`src/hdl/rtc_edit_pkg.sv`:
```
package rtc_edit_pkg;

    localparam int data_w = 8;

    typedef logic [data_w-1:0] data_t;
    typedef logic [7:0]        addr_t;
    typedef logic [3:0]        field_t;

    localparam int num_fields = 12;

    // field indices, clock ring first
    localparam field_t fld_format = 4'd0;  // address only, no shadow byte
    localparam field_t fld_sec    = 4'd1;
    localparam field_t fld_min    = 4'd2;
    localparam field_t fld_hour   = 4'd3;
    localparam field_t fld_date   = 4'd4;
    localparam field_t fld_month  = 4'd5;
    localparam field_t fld_year   = 4'd6;
    localparam field_t fld_wday   = 4'd7;
    localparam field_t fld_week   = 4'd8;
    localparam field_t fld_tsec   = 4'd9;  // timer ring
    localparam field_t fld_tmin   = 4'd10;
    localparam field_t fld_thour  = 4'd11;

    localparam field_t first_clock_field = fld_format;
    localparam field_t last_clock_field  = fld_week;
    localparam field_t first_timer_field = fld_tsec;
    localparam field_t last_timer_field  = fld_thour;

    localparam addr_t idle_addr = 8'h00;

    // chip register address per field index
    localparam addr_t field_addr [num_fields] = '{
        8'h00,  // format
        8'h21,  // seconds
        8'h22,  // minutes
        8'h23,  // hours
        8'h24,  // date
        8'h25,  // month
        8'h26,  // year
        8'h27,  // weekday
        8'h28,  // week number
        8'h41,  // timer seconds
        8'h42,  // timer minutes
        8'h43   // timer hours
    };

endpackage
```
`src/hdl/rtc_field_editor.sv`:
```
`timescale 1ns/1ps

module rtc_field_editor (
    input  logic                clk,
    input  logic                reset,
    input  logic                rtc_init,
    input  logic                edit_clock,
    input  logic                edit_timer,
    input  logic                key_up,
    input  logic                key_down,
    input  logic                key_left,
    input  logic                key_right,
    input  logic                rtc_load,
    input  rtc_edit_pkg::data_t sec_in,
    input  rtc_edit_pkg::data_t min_in,
    input  rtc_edit_pkg::data_t hour_in,
    input  rtc_edit_pkg::data_t date_in,
    input  rtc_edit_pkg::data_t month_in,
    input  rtc_edit_pkg::data_t year_in,
    input  rtc_edit_pkg::data_t wday_in,
    input  rtc_edit_pkg::data_t week_in,
    input  rtc_edit_pkg::data_t tsec_in,
    input  rtc_edit_pkg::data_t tmin_in,
    input  rtc_edit_pkg::data_t thour_in,
    output rtc_edit_pkg::addr_t address,
    output rtc_edit_pkg::data_t data_mod
);

    rtc_edit_pkg::field_t field;
    logic                 step_up;
    logic                 step_down;

    edit_cursor u_cursor (
        .clk        (clk),
        .reset      (reset),
        .rtc_init   (rtc_init),
        .edit_clock (edit_clock),
        .edit_timer (edit_timer),
        .key_up     (key_up),
        .key_down   (key_down),
        .key_left   (key_left),
        .key_right  (key_right),
        .field      (field),
        .address    (address),
        .step_up    (step_up),
        .step_down  (step_down)
    );

    field_shadow_regs u_shadow (
        .clk       (clk),
        .reset     (reset),
        .rtc_load  (rtc_load),
        .step_up   (step_up),
        .step_down (step_down),
        .field     (field),
        .sec_in    (sec_in),
        .min_in    (min_in),
        .hour_in   (hour_in),
        .date_in   (date_in),
        .month_in  (month_in),
        .year_in   (year_in),
        .wday_in   (wday_in),
        .week_in   (week_in),
        .tsec_in   (tsec_in),
        .tmin_in   (tmin_in),
        .thour_in  (thour_in),
        .data_mod  (data_mod)
    );

endmodule

```
`src/hdl/field_shadow_regs.sv`:
```
`timescale 1ns/1ps

module field_shadow_regs (
    input  logic                 clk,
    input  logic                 reset,
    input  logic                 rtc_load,
    input  logic                 step_up,
    input  logic                 step_down,
    input  rtc_edit_pkg::field_t field,
    input  rtc_edit_pkg::data_t  sec_in,
    input  rtc_edit_pkg::data_t  min_in,
    input  rtc_edit_pkg::data_t  hour_in,
    input  rtc_edit_pkg::data_t  date_in,
    input  rtc_edit_pkg::data_t  month_in,
    input  rtc_edit_pkg::data_t  year_in,
    input  rtc_edit_pkg::data_t  wday_in,
    input  rtc_edit_pkg::data_t  week_in,
    input  rtc_edit_pkg::data_t  tsec_in,
    input  rtc_edit_pkg::data_t  tmin_in,
    input  rtc_edit_pkg::data_t  thour_in,
    output rtc_edit_pkg::data_t  data_mod
);

    // one byte per field, format excluded
    rtc_edit_pkg::data_t shadow [1:rtc_edit_pkg::num_fields-1];

    logic field_valid;

    assign field_valid = (field != rtc_edit_pkg::fld_format) &&
                         (field < rtc_edit_pkg::num_fields);

    always_ff @(posedge clk or posedge reset) begin
        if (reset) begin
            for (int i = 1; i < rtc_edit_pkg::num_fields; i++) begin
                shadow[i] <= '0;
            end
        end else if (rtc_load) begin  // snapshot wins over keys
            shadow[rtc_edit_pkg::fld_sec]   <= sec_in;
            shadow[rtc_edit_pkg::fld_min]   <= min_in;
            shadow[rtc_edit_pkg::fld_hour]  <= hour_in;
            shadow[rtc_edit_pkg::fld_date]  <= date_in;
            shadow[rtc_edit_pkg::fld_month] <= month_in;
            shadow[rtc_edit_pkg::fld_year]  <= year_in;
            shadow[rtc_edit_pkg::fld_wday]  <= wday_in;
            shadow[rtc_edit_pkg::fld_week]  <= week_in;
            shadow[rtc_edit_pkg::fld_tsec]  <= tsec_in;
            shadow[rtc_edit_pkg::fld_tmin]  <= tmin_in;
            shadow[rtc_edit_pkg::fld_thour] <= thour_in;
        end else if (field_valid) begin
            if (step_up) begin
                shadow[field] <= shadow[field] + 8'd1;  // wraps at 255
            end else if (step_down) begin
                shadow[field] <= shadow[field] - 8'd1;
            end
        end
    end

    always_comb begin
        case (field)
            rtc_edit_pkg::fld_sec,
            rtc_edit_pkg::fld_min,
            rtc_edit_pkg::fld_hour,
            rtc_edit_pkg::fld_date,
            rtc_edit_pkg::fld_month,
            rtc_edit_pkg::fld_year,
            rtc_edit_pkg::fld_wday,
            rtc_edit_pkg::fld_week,
            rtc_edit_pkg::fld_tsec,
            rtc_edit_pkg::fld_tmin,
            rtc_edit_pkg::fld_thour: begin
                data_mod = shadow[field];
            end
            default: begin
                data_mod = '0;  // format and unused codes
            end
        endcase
    end

endmodule

```
`src/hdl/edit_cursor.sv`:
```
`timescale 1ns/1ps

module edit_cursor (
    input  logic                 clk,
    input  logic                 reset,
    input  logic                 rtc_init,
    input  logic                 edit_clock,
    input  logic                 edit_timer,
    input  logic                 key_up,
    input  logic                 key_down,
    input  logic                 key_left,
    input  logic                 key_right,
    output rtc_edit_pkg::field_t field,
    output rtc_edit_pkg::addr_t  address,
    output logic                 step_up,
    output logic                 step_down
);

    logic                 clock_mode;
    logic                 timer_mode;
    logic                 mode_active;
    logic                 up_only;
    logic                 down_only;
    logic                 left_only;
    logic                 right_only;
    logic                 in_timer_ring;
    rtc_edit_pkg::field_t ring_first;
    rtc_edit_pkg::field_t ring_last;
    rtc_edit_pkg::field_t field_next;

    // modes are exclusive, init blocks both
    assign clock_mode  = edit_clock && !edit_timer && !rtc_init;
    assign timer_mode  = edit_timer && !edit_clock && !rtc_init;
    assign mode_active = clock_mode || timer_mode;

    // a key counts only when pressed alone
    assign up_only    = key_up && !key_down && !key_left && !key_right;
    assign down_only  = key_down && !key_up && !key_left && !key_right;
    assign left_only  = key_left && !key_up && !key_down && !key_right;
    assign right_only = key_right && !key_up && !key_down && !key_left;

    // ring follows the current field
    assign in_timer_ring = field > rtc_edit_pkg::last_clock_field;
    assign ring_first    = in_timer_ring ? rtc_edit_pkg::first_timer_field
                                         : rtc_edit_pkg::first_clock_field;
    assign ring_last     = in_timer_ring ? rtc_edit_pkg::last_timer_field
                                         : rtc_edit_pkg::last_clock_field;

    always_comb begin
        field_next = field;
        if (!mode_active) begin
            field_next = rtc_edit_pkg::fld_format;  // park on format
        end else if (timer_mode && !in_timer_ring) begin
            field_next = rtc_edit_pkg::first_timer_field;
        end else if (right_only) begin
            if (field == ring_last) begin
                field_next = ring_first;  // wrap
            end else begin
                field_next = field + 4'd1;
            end
        end else if (left_only) begin
            if (field == ring_first) begin
                field_next = ring_last;
            end else begin
                field_next = field - 4'd1;
            end
        end
    end

    always_ff @(posedge clk or posedge reset) begin
        if (reset) begin
            field <= rtc_edit_pkg::fld_format;
        end else begin
            field <= field_next;
        end
    end

    always_comb begin
        address = rtc_edit_pkg::idle_addr;
        if (mode_active && field < rtc_edit_pkg::num_fields) begin
            address = rtc_edit_pkg::field_addr[field];
        end
    end

    // format has no shadow byte to step
    assign step_up   = mode_active && up_only && (field != rtc_edit_pkg::fld_format);
    assign step_down = mode_active && down_only && (field != rtc_edit_pkg::fld_format);

endmodule

```
`config.mk`:
```
export PLATFORM = sky130hd
export DESIGN_NAME = rtc_field_editor
export DESIGN_NICKNAME = d
export VERILOG_FILES = /design/src/hdl/rtc_edit_pkg.sv /design/src/hdl/rtc_field_editor.sv /design/src/hdl/field_shadow_regs.sv /design/src/hdl/edit_cursor.sv
export SDC_FILE = /design/constraint.sdc
export NUM_CORES = 1
export LEC_CHECK = 0
export BUFFER_PORTS_ARGS = -buffer_cell sky130_fd_sc_hd__buf_2
export CAP_MARGIN = 25
export CORE_MARGIN = 5
export CORE_UTILIZATION = 50
export DETAILED_ROUTE_END_ITERATION = 8
export PLACE_DENSITY_LB_ADDON = 0.1
export SETUP_SLACK_MARGIN = 0.2
export SYNTH_ARGS = -nofsm -noshare
export SYNTH_HDL_FRONTEND = slang
export SYNTH_SLANG_ARGS = --single-unit
```
`constraint.sdc`:
```
create_clock -name clk -period 3.35 [get_ports clk]
set_input_delay 0.67 -clock clk [delete_from_list [all_inputs] [get_ports clk]]
set_output_delay 0.67 -clock clk [all_outputs]
set_load 0.05 [all_outputs]
```
== Word-level counts from Yosys, hierarchy flattened ==
Memories as Yosys holds them, arrays and structs flattened.
Index checks and enable logic that the tools add are counted.

* Add/sub/neg operators: 4
* $lt $le $gt $ge: 4
* Equal/unequal tests: 14
* Multiplexer cells: 23
* Bitwise logic cells: 1
* Reduce and logical (&&, ||, !) cells: 38

{| class="wikitable"
|+ Operators with widths
! kind !! count
|-
| 2-to-1 mux 88 bit || 4
|-
| bitwise mux 88 bit || 2
|-
| 2-to-1 mux 8 bit || 7
|-
| binary-select mux 8 bit (select 4 bit) || 1
|-
| demux 8 bit (select 4 bit) || 1
|-
| 2-to-1 mux 4 bit || 7
|-
| logical AND 1 bit || 24
|-
| equality test 4 x 3 -> 1 bit (second input constant) || 4
|-
| equality test 4 bit (second input constant) || 4
|-
| OR reduction 11 bit || 1
|-
| adder 8 x 1 -> 8 bit (second input constant) || 1
|-
| equality test 4 x 2 -> 1 bit (second input constant) || 2
|-
| equality test 4 bit || 2
|-
| zero test 1 bit || 8
|-
| subtractor 8 x 1 -> 8 bit (second input constant) || 1
|-
| greater-or-equal comparator 5 bit (second input constant) || 1
|-
| < comparator 5 x 1 -> 1 bit (second input constant) || 1
|-
| NOT 4 -> 5 bit || 1
|-
| adder 4 x 1 -> 4 bit (second input constant) || 1
|-
| equality test 4 x 1 -> 1 bit (second input constant) || 1
|-
| > comparator 4 bit (second input constant) || 1
|-
| < comparator 4 bit (second input constant) || 1
|-
| inequality test 4 bit (second input constant) || 1
|-
| nonzero test 4 bit || 1
|-
| other kinds (6) || 6
|}

* Flip-flop bits (word level): 92
* ROM bits: 128
* Input port bits: 98
* Output and inout bits: 16
* Word-level logic and storage cells: 97
* Memories kept: 1

{| class="wikitable"
|+ Memory list
! name !! words !! bits a word !! read ports !! clocked after Yosys merged registers in !! wr ports !! RTL line !! RTL
|-
| (no name shown) || 16 || 8 || 1 || 0 || 0 || edit_cursor.sv:81 || <nowiki>address = rtc_edit_pkg::field_addr[field];</nowiki>
|}

== Longest topological paths before layout ==
* Depth in word-level cells: 10
* Mapped depth: 15
* Mapped depth without buffers: 9

== Hierarchy ==
From an unflattened synthesis, not the netlist that was laid out.

* Cell total of the unflattened synthesis: 673
* Area total of the unflattened synthesis: 5972.0 um^2

{| class="wikitable"
|+ Modules (own cells, without submodules)
! module !! times used !! cells each !! area each (um^2) !! sequential area each (um^2)
|-
| field_shadow_regs || 1 || 592 || 5358.9 || 2202.1
|-
| edit_cursor || 1 || 81 || 613.1 || 100.1
|}

== Least setup slack after synthesis ==
No wires, ideal clock.

* Path kind: input to output
* Start: input edit_clock
* End: output address[6]
* Data arrival time: 2.678 ns
* Data required time: 2.680 ns
* Path slack: 0.002 ns
* Cell stages on the path: 4
* Path buffers: 1
* Cell sequence: xnor2_1 > or2_2 > clkbuf_1 > nor4_1

* Cells in the longest elaborated chain, start to end: 6
* Elaborated cells between the ends (all ways): 8
* Classes of those cells: mux: 1; reduce/logical: 7

{| class="wikitable"
|+ Ends and longest elaborated chain
! what !! RTL line !! RTL
|-
| start: declaration || rtc_field_editor.sv:7 || <nowiki>input logic edit_clock,</nowiki>
|-
| zero test 1 bit || edit_cursor.sv:33 || <nowiki>assign timer_mode = edit_timer && !edit_clock && !rtc_init;</nowiki>
|-
| logical AND 1 bit (2 in a row) || edit_cursor.sv:33 ||
|-
| logical OR 1 bit (*) || edit_cursor.sv:34 || <nowiki>assign mode_active = clock_mode || timer_mode;</nowiki>
|-
| logical AND 1 bit (*) || edit_cursor.sv:80 || <nowiki>if (mode_active && field < rtc_edit_pkg::num_fields) begin</nowiki>
|-
| 2-to-1 mux 8 bit (*) || edit_cursor.sv:80 ||
|-
| end: declaration || rtc_field_editor.sv:25 || <nowiki>output rtc_edit_pkg::addr_t address,</nowiki>
|}

Mark *: on every way between the ends. The rest lies on a longest branch, timed or not.

== Final worst setup path ==
* Start: register u_cursor.field[0]
* End: output data_mod[5]

* Cells in the longest elaborated chain, start to end: 5
* Elaborated cells between the ends (all ways): 17
* Classes of those cells: eq/ne: 11; mux: 4; bitwise: 1; reduce/logical: 1

{| class="wikitable"
|+ Ends and longest elaborated chain
! what !! RTL line !! RTL
|-
| start: declaration || edit_cursor.sv:13 || <nowiki>output rtc_edit_pkg::field_t field,</nowiki>
|-
| start signal: assignment || edit_cursor.sv:72 || <nowiki>field <= rtc_edit_pkg::fld_format;</nowiki>
|-
| start signal: assignment || edit_cursor.sv:74 || <nowiki>field <= field_next;</nowiki>
|-
| NOT 4 -> 5 bit (implied by the code) || field_shadow_regs.sv:71 || <nowiki>data_mod = shadow[field];</nowiki>
|-
| binary-select mux 8 bit (select 4 bit) || field_shadow_regs.sv:71 ||
|-
| 2-to-1 mux 8 bit (implied by the code) (2 in a row) || field_shadow_regs.sv:71 ||
|-
| 2-to-1 mux 8 bit (*) || field_shadow_regs.sv:59 || <nowiki>case (field)</nowiki>
|-
| end: declaration || rtc_field_editor.sv:26 || <nowiki>output rtc_edit_pkg::data_t data_mod</nowiki>
|}

Mark *: on every way between the ends. The rest lies on a longest branch, timed or not. The select of a mux whose other input is x is not followed.

==> impl_metrics.ini <==
[placed_design]
post-place-ws_ns = 0.256
io_buffers = 111
gp_congestion = 0.880
dp_hpwl_um = 14200
place_area_um2 = 7170

[timing]
skew_ns = 0.0110
slew_headroom = 0.355
hold_viol = 0
tightest_slew_ns = 0.954
hold_slack_ns = 0.350
fin_crit_ns = 3.15
rsz0062_at_grt = true
slew_violations = 0
setup_slack_ns = 0.200
finalSetupTns_ns = 0
period_share = 0.940
fmax_mhz = 317
finalSetupViolations = 0

[run]
cap_violations = 0

[critical_path]
critPathLaunchType = flop
cp-end-kind = output pin
critPathArrivalTime_ns = 2.48
cp.buffers_inverters = 2
reg2reg_depth = 10
crit_required_ns = 2.68
cp_max_fo = 15
crit_cells = 6
crit_type = reg -> out
cp_cell_sequence = buf_6, mux4_2, a22oi_1, o31ai_4, and2_1, buf_2
crit_path_top_delay_cell = mux4_2
cpPeakStageDelay_ns = 0.55
critPathTopFamily = multiplexers

[final_layout]
area_delta_synth_final_pct = 19.7
mostFrequentLayoutCells = 109 x buf_2, 89 x dfrtp_1, 70 x a21oi_1, 68 x o21ai_0
antennaDiodeCount = 0
final_common_cell = buf_2
fin_nets = 920
drive_gt1_frac = 0.309
final_cell_area_um2 = 7610

[power]
irDropWorstVdd_mv = 0.227
pwr_density_cell_nw_per_um2 = 386
p_leak_nw = 3.49
totalPowerFinal_w = 0.00294

[detailed_routing]
routedWlPerCell_um = 19.7
drc_errors = 0
wl_um = 19600
first_pass_iters = 5
antenna_left = 0
drtIter0Drc = 544
avgViaCountPerCell = 6.01
num_vias = 5959

[logic_synthesis]
synth_simple_gate_area_frac = 0.238
synth_edf_count = 0
syn-instance-count = 703
syn_area_um2 = 6360
yosys.area_share.xor_xnor = 0.00964
synth_top_family_by_area = simple AND/OR/NAND/NOR gates
ys_ff_latch = 92
synth_compound_area_frac = 0.198
synth-adder-area-share = 0.0157
synth-seq-area-share = 0.362
synth_ff_type = dfrtp_1
synthArstFlopShare = 1.00
synthMuxAreaShare = 0.116
synth.distinct_cells = 64
syn_avg_cell_area_um2 = 9.05
yosys_warnings = 0

[cts]
cts_hold_buf = 0
root_buffer = clkbuf_16
clockBufferDepth = 2
cts_tree = done
cts_inserted_buffers = 9
cts_max_level = 3
path_clk_slew_ns = 0.07
insertion_delay_ns = 0.36
cts_sinks = 92

[grt]
grt_antenna_before_repair = 0
grt_use_total = 0.268
grt_pass1_wl_um = 31100
grt_max_degree = 75
grt_pass1_vias = 5850
grt-ovfl-total = 0

[status]
outcome = finished, final reports clean

[floorplan]
start_util = 0.506
die_h_um = 123
core_um2 = 12600
dieArea_um2 = 15100
die_w_um = 123
std_cell_rows = 41
pin_count = 114

[worst_hold_path]
worstHoldPathType = in -> async
## logic make-up (layout without fill, tap and decap cells)
family          count (synthesis)  after routing
fa+ha+maj                       8              8
simple gates                  254            254
mux                            53             53
buf+inv                        78            193
compound gates                210            210
xor+xnor                        7              7
flops                          92             92
other cells                     1              2
## state kept, by name, summed over array words and instances (netlist names)
signal,cells
u_cursor.field,4
u_shadow.shadow,88
## report_power, final
part	total (W)	switching [W]	leakage (nW)	internal, W
registers	0.00127	0.0000646	1.12	0.00121
logic	0.000678	0.000388	2.23	0.000291
clock network	0.000991	0.000446	0.136	0.000545
## synthesized netlist by cell type, types with 7 or more instances
cell,count,area [um^2]
a21oi_1,70,350
a22oi_1,7,52.6
and3b_1,35,307
buf_2,14,70.1
buf_4,7,52.6
clkbuf_1,39,146
dfrtp_1,92,2300
ha_1,8,100
mux2i_1,31,310
mux4_2,16,360
nand2_1,53,199
nand2b_1,9,56.3
nand3_1,17,85.1
nand4_1,16,100
nor2_1,49,184
nor3b_1,21,158
o211ai_2,10,125
o21ai_0,68,340
o21ai_1,32,160
or2_2,7,43.8
## cell type report
cell class / count / area (um^2)
fillers: 1129 / 4950
multi-input cells: 534 / 3730
well taps: 172 / 215
flip-flops and latches: 92 / 2310
clock inverters: 3 / 21.3
repair buffers: 168 / 1040
clock buffers: 13 / 260
inverters: 9 / 38.8
## layer usage
layer | vias to the layer above | wire (um) | share of wire | track usage
li1 | 2766 | - | - | -
met1 | 2870 | 8570 | 0.44 | 0.374
met2 | 279 | 8950 | 0.46 | 0.403
met3 | 44 | 1480 | 0.075 | 0.0594
met4 | 0 | 576 | 0.029 | 0.113
met5 | - | 0 | 0 | 0
## metrics by stage
| stage | util | std cells |
|---|---|---|
| global placement | 0.571 | 964 |
| detailed placement | 0.571 | 964 |
| global route | 0.606 | 991 |
| CTS | 0.597 | 983 |
| finish | 0.606 | 991 |
| floorplan | - | 704 |
## what timing repair did
item | 4_1_cts | 5_1_grt
cloned | 0 | 0
resized for setup | 7 | 8
endpoints found under the hold margin | 0 | 0
setup endpoints to repair | 8 | 20
pin swaps | 1 | 1
setup buffers | 3 | 7
## worst paths after layout
| check | slack (ns) | startpoint | endpoint |
|---|---|---|---|
| max | 0.20 | u_cursor.field[0] | data_mod[5] |
| max in group asynchronous | 2.50 | reset | u_cursor.field[2] |
| max reg2reg | 0.37 | u_cursor.field[0] | u_shadow.shadow[67] |
| min | 0.35 | reset | u_shadow.shadow[38] |
| min reg2reg | 0.55 | u_shadow.shadow[64] | u_shadow.shadow[64] |
| min in group clk | 0.52 | tmin_in[2] | u_shadow.shadow[10] |
## tightest hold or removal path: cells and delay by family
family | cells | cell delay (ns)
buffers and inverters | 3 | 0.42
Note: power is estimated with default switching activity, not from simulation.
